===== config.mk =====
export PLATFORM = sky130hd
export DESIGN_NAME = alu
export DESIGN_NICKNAME = d
export VERILOG_FILES = /design/src/verilog/alu_data_pkg.sv /design/src/verilog/alu_ops_pkg.sv /design/src/verilog/alu.sv /design/src/verilog/alu_bitslice.sv /design/src/verilog/alu_control.sv /design/src/verilog/alu_flags.sv
export SDC_FILE = /design/constraint.sdc
export NUM_CORES = 1
export LEC_CHECK = 0
export BUFFER_PORTS_ARGS = -buffer_cell sky130_fd_sc_hd__buf_2
export CAP_MARGIN = 20
export CORE_ASPECT_RATIO = 0.75
export CORE_MARGIN = 3
export CORE_UTILIZATION = 26
export CTS_CLUSTER_SIZE = 24
export DETAILED_ROUTE_END_ITERATION = 6
export GPL_ROUTABILITY_DRIVEN = 0
export PLACE_DENSITY = 0.55
export SETUP_SLACK_MARGIN = 0.1
export SLEW_MARGIN = 20
export SYNTH_ARGS = -nofsm -noshare
export SYNTH_HDL_FRONTEND = slang
export SYNTH_HIERARCHICAL = 1
export SYNTH_SLANG_ARGS = --single-unit

===== constraint.sdc =====
create_clock -name clk_i -period 20.8 [get_ports clk_i]
set_clock_uncertainty 0.15 [all_clocks]
set_input_delay 3.12 -clock clk_i [delete_from_list [all_inputs] [get_ports clk_i]]
set_output_delay 3.12 -clock clk_i [all_outputs]
set_load 0.1 [all_outputs]

===== src/verilog/alu_data_pkg.sv =====
package alu_data_pkg;

	// ----------------------------------------
	// data path sizing
	// ----------------------------------------

	// width used when the top level is not given one, any value of 2 or more works
	parameter int ALU_WIDTH_DEFAULT = 32;

	// ----------------------------------------
	// status flags
	// ----------------------------------------

	// registered alongside the result so both appear in the same cycle
	typedef struct packed {
		logic carry;    // carry out of the msb, add and sub only
		logic overflow; // signed overflow, add and sub only
		logic zero;     // every result bit is zero
	} alu_flags_t;

	// the testbench compares whole flag words, so a named empty value keeps that readable
	parameter alu_flags_t ALU_FLAGS_CLEAR = '{carry: 1'b0, overflow: 1'b0, zero: 1'b0};

endpackage


===== src/verilog/alu_ops_pkg.sv =====
package alu_ops_pkg;

	// ----------------------------------------
	// command encoding seen on the alu port
	// ----------------------------------------

	// the values keep the original three bit command table so existing programs still work
	typedef enum logic [2:0] {
		OP_ADD  = 3'd0, // a plus b
		OP_SUB  = 3'd1, // a minus b through the same adder chain
		OP_XOR  = 3'd2,
		OP_SLT  = 3'd3, // one when a is less than b as signed numbers
		OP_AND  = 3'd4,
		OP_NAND = 3'd5,
		OP_NOR  = 3'd6,
		OP_OR   = 3'd7
	} alu_op_e;

	// ----------------------------------------
	// per slice result select
	// ----------------------------------------

	// add, sub and slt all take the adder output, so six choices are enough
	typedef enum logic [2:0] {
		SEL_SUM  = 3'd0, // full adder sum bit
		SEL_XOR  = 3'd1,
		SEL_AND  = 3'd2,
		SEL_NAND = 3'd3,
		SEL_NOR  = 3'd4,
		SEL_OR   = 3'd5 // codes 6 and 7 are never produced by the decoder
	} alu_sel_e;

	// ----------------------------------------
	// decoded control word
	// ----------------------------------------

	// one copy of this goes to every slice and to the flag unit
	typedef struct packed {
		alu_sel_e sel;        // which slice result reaches the raw result bit
		logic     sub;        // inverts b in every slice and feeds the first carry in
		logic     slt_mode;   // the flag unit replaces the result with the less-than bit
		logic     arith_mode; // carry and overflow are only meaningful for add and sub
	} alu_ctrl_t;

endpackage

===== src/verilog/alu.sv =====
`timescale 1ns/100ps

// ripple carry alu with eight commands and a single output register stage
// inputs sampled on one rising edge show up on result_o and flags_o right after it
module alu
	import alu_ops_pkg::*;
	import alu_data_pkg::*;
#(
	parameter int WIDTH = ALU_WIDTH_DEFAULT // any width of 2 or more
) (
	input  logic             clk_i,
	input  logic             rst_n_i,     // synchronous, active low
	input  logic [WIDTH-1:0] operand_a_i,
	input  logic [WIDTH-1:0] operand_b_i,
	input  alu_op_e          command_i,   // a new operation every cycle, no handshake
	output logic [WIDTH-1:0] result_o,    // registered result
	output alu_flags_t       flags_o      // registered flags, same cycle as result_o
);

	alu_ctrl_t        ctrl;          // decoded once and fanned out to every slice
	logic [WIDTH:0]   carry;         // carry[i] enters slice i, carry[WIDTH] leaves the msb
	logic [WIDTH-1:0] raw_result;    // slice outputs before slt forcing
	logic [WIDTH-1:0] result_d;      // final result ahead of the register
	alu_flags_t       flags_d;       // flags ahead of the register

	// ----------------------------------------
	// command decode
	// ----------------------------------------

	alu_control control_i (
		.command_i (command_i),
		.ctrl_o    (ctrl)
	);

	// ----------------------------------------
	// slice chain
	// ----------------------------------------

	// the sub bit doubles as the plus one of the two's complement
	assign carry[0] = ctrl.sub;

	for (genvar i = 0; i < WIDTH; i++) begin : g_slice
		alu_bitslice slice_i (
			.a_i      (operand_a_i[i]),
			.b_i      (operand_b_i[i]),
			.carry_i  (carry[i]),
			.ctrl_i   (ctrl),
			.result_o (raw_result[i]),
			.carry_o  (carry[i+1])       // ripples into the next slice up
		);
	end

	// ----------------------------------------
	// result conditioning and flags
	// ----------------------------------------

	alu_flags #(
		.WIDTH (WIDTH)
	) flags_i (
		.raw_result_i (raw_result),
		.msb_carry_i  (carry[WIDTH-1]), // carry into the msb slice, needed for overflow
		.carry_out_i  (carry[WIDTH]),
		.ctrl_i       (ctrl),
		.result_o     (result_d),
		.flags_o      (flags_d)
	);

	// ----------------------------------------
	// output register
	// ----------------------------------------

	// reset clears everything, the zero flag too, even though the result reads zero
	always_ff @(posedge clk_i) begin
		if (!rst_n_i) begin
			result_o <= '0;
			flags_o  <= '0;
		end else begin
			result_o <= result_d; // one cycle of latency, no stalls
			flags_o  <= flags_d;
		end
	end

endmodule


===== src/verilog/alu_bitslice.sv =====
`timescale 1ns/100ps

// one bit of the data path
// holds a full adder for add, sub and slt plus the five bitwise gates, then a select
module alu_bitslice import alu_ops_pkg::*; (
	input  logic      a_i,      // this bit of operand a
	input  logic      b_i,      // this bit of operand b
	input  logic      carry_i,  // carry from the slice below, or the sub bit for slice 0
	input  alu_ctrl_t ctrl_i,   // decoded command, identical in every slice
	output logic      result_o, // raw result bit before slt forcing
	output logic      carry_o   // carry into the slice above
);

	logic b_add;     // b as the adder sees it
	logic half_sum;  // a xor b_add, shared by the sum and the carry
	logic sum;
	logic gate_xor;
	logic gate_and;
	logic gate_or;

	// ----------------------------------------
	// adder
	// ----------------------------------------

	// two's complement subtraction is a plus not b plus one, the plus one arrives on carry 0
	assign b_add    = b_i ^ ctrl_i.sub;
	assign half_sum = a_i ^ b_add;
	assign sum      = half_sum ^ carry_i;
	assign carry_o  = (a_i & b_add) | (carry_i & half_sum); // generate or propagate

	// ----------------------------------------
	// logic unit
	// ----------------------------------------

	// these use the original b, the sub inversion never reaches them
	assign gate_xor = a_i ^ b_i;
	assign gate_and = a_i & b_i;
	assign gate_or  = a_i | b_i;

	// ----------------------------------------
	// result select
	// ----------------------------------------

	always_comb begin
		case (ctrl_i.sel)
			SEL_SUM:  result_o = sum;
			SEL_XOR:  result_o = gate_xor;
			SEL_AND:  result_o = gate_and;
			SEL_NAND: result_o = ~gate_and; // nand and nor reuse the and and or terms
			SEL_NOR:  result_o = ~gate_or;
			SEL_OR:   result_o = gate_or;
			default:  result_o = 1'b0;      // unused select codes give a quiet zero
		endcase
	end

endmodule


===== src/verilog/alu_control.sv =====
`timescale 1ns/100ps

// turns the three bit command into the control word that steers the whole data path
// decoding happens once here instead of inside every slice
module alu_control import alu_ops_pkg::*; (
	input  alu_op_e   command_i, // command straight from the alu port
	output alu_ctrl_t ctrl_o     // shared by all slices and the flag unit
);

	always_comb begin
		// safe value for an unknown command, behaves like a plain add with no flags
		ctrl_o = '{sel: SEL_SUM, sub: 1'b0, slt_mode: 1'b0, arith_mode: 1'b0};

		case (command_i)
			// ----------------------------------------
			// adder based operations
			// ----------------------------------------
			OP_ADD: begin
				ctrl_o = '{sel: SEL_SUM, sub: 1'b0, slt_mode: 1'b0, arith_mode: 1'b1};
			end
			OP_SUB: begin
				ctrl_o = '{sel: SEL_SUM, sub: 1'b1, slt_mode: 1'b0, arith_mode: 1'b1};
			end
			OP_SLT: begin // a minus b is computed, only its sign survives
				ctrl_o = '{sel: SEL_SUM, sub: 1'b1, slt_mode: 1'b1, arith_mode: 1'b0};
			end

			// ----------------------------------------
			// bitwise operations
			// ----------------------------------------
			OP_XOR: begin
				ctrl_o = '{sel: SEL_XOR, sub: 1'b0, slt_mode: 1'b0, arith_mode: 1'b0};
			end
			OP_AND: begin
				ctrl_o = '{sel: SEL_AND, sub: 1'b0, slt_mode: 1'b0, arith_mode: 1'b0};
			end
			OP_NAND: begin
				ctrl_o = '{sel: SEL_NAND, sub: 1'b0, slt_mode: 1'b0, arith_mode: 1'b0};
			end
			OP_NOR: begin
				ctrl_o = '{sel: SEL_NOR, sub: 1'b0, slt_mode: 1'b0, arith_mode: 1'b0};
			end
			OP_OR: begin
				ctrl_o = '{sel: SEL_OR, sub: 1'b0, slt_mode: 1'b0, arith_mode: 1'b0};
			end
		endcase
	end

endmodule


===== src/verilog/alu_flags.sv =====
`timescale 1ns/100ps

// conditions the raw slice outputs into the final result and the three flags
// everything here is combinational, the top level registers it
module alu_flags
	import alu_ops_pkg::*;
	import alu_data_pkg::*;
#(
	parameter int WIDTH = 32 // data width, the top level always sets it
) (
	input  logic [WIDTH-1:0] raw_result_i, // one bit from each slice
	input  logic             msb_carry_i,  // carry into the msb slice
	input  logic             carry_out_i,  // carry out of the msb slice
	input  alu_ctrl_t        ctrl_i,
	output logic [WIDTH-1:0] result_o,     // final combinational result
	output alu_flags_t       flags_o
);

	logic overflow_raw;     // signed overflow of whatever the adder did, any command
	logic neg_overflow;     // overflowed while going below the most negative value
	logic less_than;        // a below b as signed numbers, valid when the adder subtracted
	logic [WIDTH-1:0] slt_word;

	// ----------------------------------------
	// signed compare
	// ----------------------------------------

	// carry in and carry out of the msb disagree exactly when the signed result wrapped
	assign overflow_raw = msb_carry_i ^ carry_out_i;

	// carry out without carry in means two negatives gave a positive msb, so a is below b
	assign neg_overflow = carry_out_i & ~msb_carry_i;

	// with no wrap the sign bit of a minus b tells the answer directly
	assign less_than = overflow_raw ? neg_overflow : raw_result_i[WIDTH-1];

	// slt returns a full word that is either one or zero
	assign slt_word = {{(WIDTH-1){1'b0}}, less_than};

	// ----------------------------------------
	// result and flags
	// ----------------------------------------

	assign result_o = ctrl_i.slt_mode ? slt_word : raw_result_i;

	always_comb begin
		// carry and overflow mean nothing outside add and sub, slt included
		flags_o.carry    = carry_out_i & ctrl_i.arith_mode;
		flags_o.overflow = overflow_raw & ctrl_i.arith_mode;
		flags_o.zero     = ~|result_o; // taken after slt forcing so it matches the output word
	end

endmodule


==> impl_metrics.toml <==
[job]
max_cap_violations = 0

[route]
num_vias = 3769
detail_route.vias_per_cell = 4.28
drcViolationCount = 0
drtPass1Iterations = 4
wl_per_cell_um = 13.9
wirelength_um = 12200
number_of_nets_still_failing_antenna_checks_after_routing = 0
initialDrtViolationCount = 114

[timing]
count_of_endpoints_failing_setup_in_the_final_report = 0
finalMaxSlewViolations = 0
min_period_ps = 18610
max_freq_mhz = 53.7
final_min_period_over_clock_period_pct = 89.5
worstMarginPinSlew_ps = 915
worst_slew_margin_relative_to_its_limit_pct = 38.9
rsz0062_at_grt = "no"
setup_total_negative_slack_ps = 0
final-hold-violation-count = 0

[finish]
finalNonFillerCells = 880
syn2layout_area_growth_pct = 19.2
postLayoutCoreUtil_pct = 31.9
fillCellCount = 2101
num_antenna_cells = 0
finalNetCount = 794
layout_cells_sized_above_1_pct = 30.0

[place]
port_buffers = 103
placedCellCount = 874
detailedPlacementHpwl_um = 9530

[floorplan]
initial_core_util_pct = 26.7
floorplan.die.width_um = 169
design.die.area_mm2 = 0.0218
placeableCoreArea_mm2 = 0.0195
top_level_ports = 104
die_h_um = 129
core.rowCount = 44

[worst_setup_path]
critical-path-top-cell-by-count = "fa_1"
setup.worst_path.class = "input port to flop"
cp.arrival_ps = 18690
max_stage_delay_ps = 480
timing.critical_path.from_type = "input port"
crit_path_max_fanout = 6
crit_required_ps = 20870
type_of_destination_of_the_critical_path = "flop"
critPathSlowestCell = "fa_1"

[logic_synthesis]
synth_seq_cells = 35
synth.net_count = 684
synthesis.instances = 518
netlist-cell-type-count = 25
synth.yosys.warnings = 6
mappedNetlistArea_mm2 = 0.00521
synth_seq_area_share_pct = 13.4
average_cell_area_after_synthesis_um2 = 10.1

[worst_hold_path]
whs_endpoint = "result_o[27]"
hold_path_start = "rst_n_i"
worstHoldPathCells = 2
worstHoldPathType = "input port to flop"

[clock_tree]
clk_root_buffer_cell = "clkbuf_16"
tritoncts_clock_tree = "built"
cts_htree_levels = 2
post_cts_buffers = 0
clk_pin_slew_ps = 60
ctsHoldBuffers = 0
cts_num_sinks = 35
clock_tree.buffer_depth = 2
cts-resized-gates = 0
total_clock_buffers_created_by_cts = 5

[global_routing]
antenna_found_initial = 1
grt-ovfl-total = 0
wire_length_of_the_first_global_routing_pass_um = 20300
pin_count_of_the_biggest_net_entering_global_routing = 64
grtUsageTotal_pct = 11.5
grt_pass1_vias = 3791

[power]
powerDensity_mw_per_mm2 = 57.4
ir_worst_vdd_uv = 28.7
p_leak_nw = 3.09

[run_status]
run_status = "complete, no violations"
==> power by group <==
group          total (mW)  internal (mW)  switching [mW]
registers          0.0774         0.0753         0.00213
clock network      0.0697         0.0430          0.0266
logic               0.210         0.0726           0.137
==> cells in the final DEF, fill, tap and decap left out <==
cell,netlist,routed
buf_2,0,103
xor2_1,96,96
inv_1,66,66
ha_1,65,65
nand3b_1,64,64
and2_2,35,35
dfxtp_1,35,35
mux2i_1,33,33
o311ai_2,32,32
fa_1,32,32
nor2b_1,32,31
nor4_1,6,6
buf_4,0,6
clkbuf_16,0,5
nor2_1,2,2
nor2b_4,0,2
and2_1,3,2
a21oi_1,2,2
clkbuf_1,2,1
nand2b_1,1,1
nand2_1,1,1
o21ai_4,0,1
and2_4,0,1
nor2b_2,2,1
and4_1,1,1
or4_4,1,1
nor4_2,1,1
nand4_1,1,1
==> worst max-delay path by stage <==
stage	cells past startpoint	from	end
after floorplan	41	command_i[0]	flags_o[0]
final	42	command_i[2]	flags_o[0]
after CTS	42	command_i[2]	flags_o[0]
after detailed placement	42	command_i[2]	flags_o[0]
after global routing	42	command_i[2]	flags_o[0]
after global placement	42	command_i[2]	flags_o[0]
==> critical path, delay by kind of cell <==
kind | cells | cell delay [ps]
AOI/OAI and AO/OA | 2 | 260
xor gates and xnor gates | 1 | 120
adders and majority gates | 32 | 13900
buffers and inverters | 1 | 150
muxes | 1 | 160
and+or+nand+nor | 5 | 950
==> flip-flops by register name, summed over array words and instances, names as in the netlist <==
name	flops
flags_o	3
result_o	32
==> metal layers <==
metal / vias to the layer above / share of wire [%] / global-route usage, %
met3: 8 / 3.5 / 1.78
met4: 2 / 0.85 / 2.45
met2: 61 / 44 / 18.3
met5: - / 0.11 / 0
li1: 1957 / - / -
met1: 1741 / 52 / 16.6
==> kinds of logic (layout without fill, tap and decap cells) <==
logic type	after synthesis	in the layout	synth area share, %
AND/OR/NAND/NOR	150	150	20.6
adder cells (fa/ha/maj)	97	97	27.9
XOR/XNOR	96	96	16.1
buffers and inverters	72	181	5.33
AO/OA/AOI/OAI	35	35	10.3
flip-flops	35	35	13.4
multiplexers	33	33	6.34
==> synth_stat cells (all sizes together) <==
library cell | number | area, um2
dfxtp | 35 | 701
a21oi | 2 | 10.0
o21ai | 1 | 5.00
nand2b | 1 | 6.26
xor2 | 96 | 841
ha | 65 | 813
clkbuf | 6 | 30.0
fa | 32 | 641
and2 | 38 | 282
o311ai | 32 | 521
nor2b | 34 | 218
nor4 | 7 | 50.1
or4 | 1 | 11.3
and4 | 1 | 8.76
inv | 66 | 248
mux2i | 33 | 330
nand2 | 1 | 3.75
nand3b | 64 | 480
nand4 | 1 | 6.26
nor2 | 2 | 7.51
==> final cells by class <==
cell class	instances	area (um2)	share of cell area [%]
multi-input cells	411	4260	68.6
flip-flops and latches	35	701	11.3
repair buffers	109	561	9.02
well taps	253	317	5.09
inverters	66	248	3.99
clock buffers	6	129	2.07
==> through the flow <==
stage | instance area (um2) | total power [mW] | hold slack (ps) | setup slack, ps
floorplan | 5210 | 0.250 | 3110 | 1170
detailed placement | 6090 | 0.292 | 3520 | 1710
global placement | 6090 | 0.291 | 3520 | 1820
global route | 6210 | 0.385 | 3300 | 1470
finish | 6210 | 0.357 | 3260 | 2190
CTS | 6210 | 0.364 | 3270 | 1990
(Power assumes the default switching activity.)
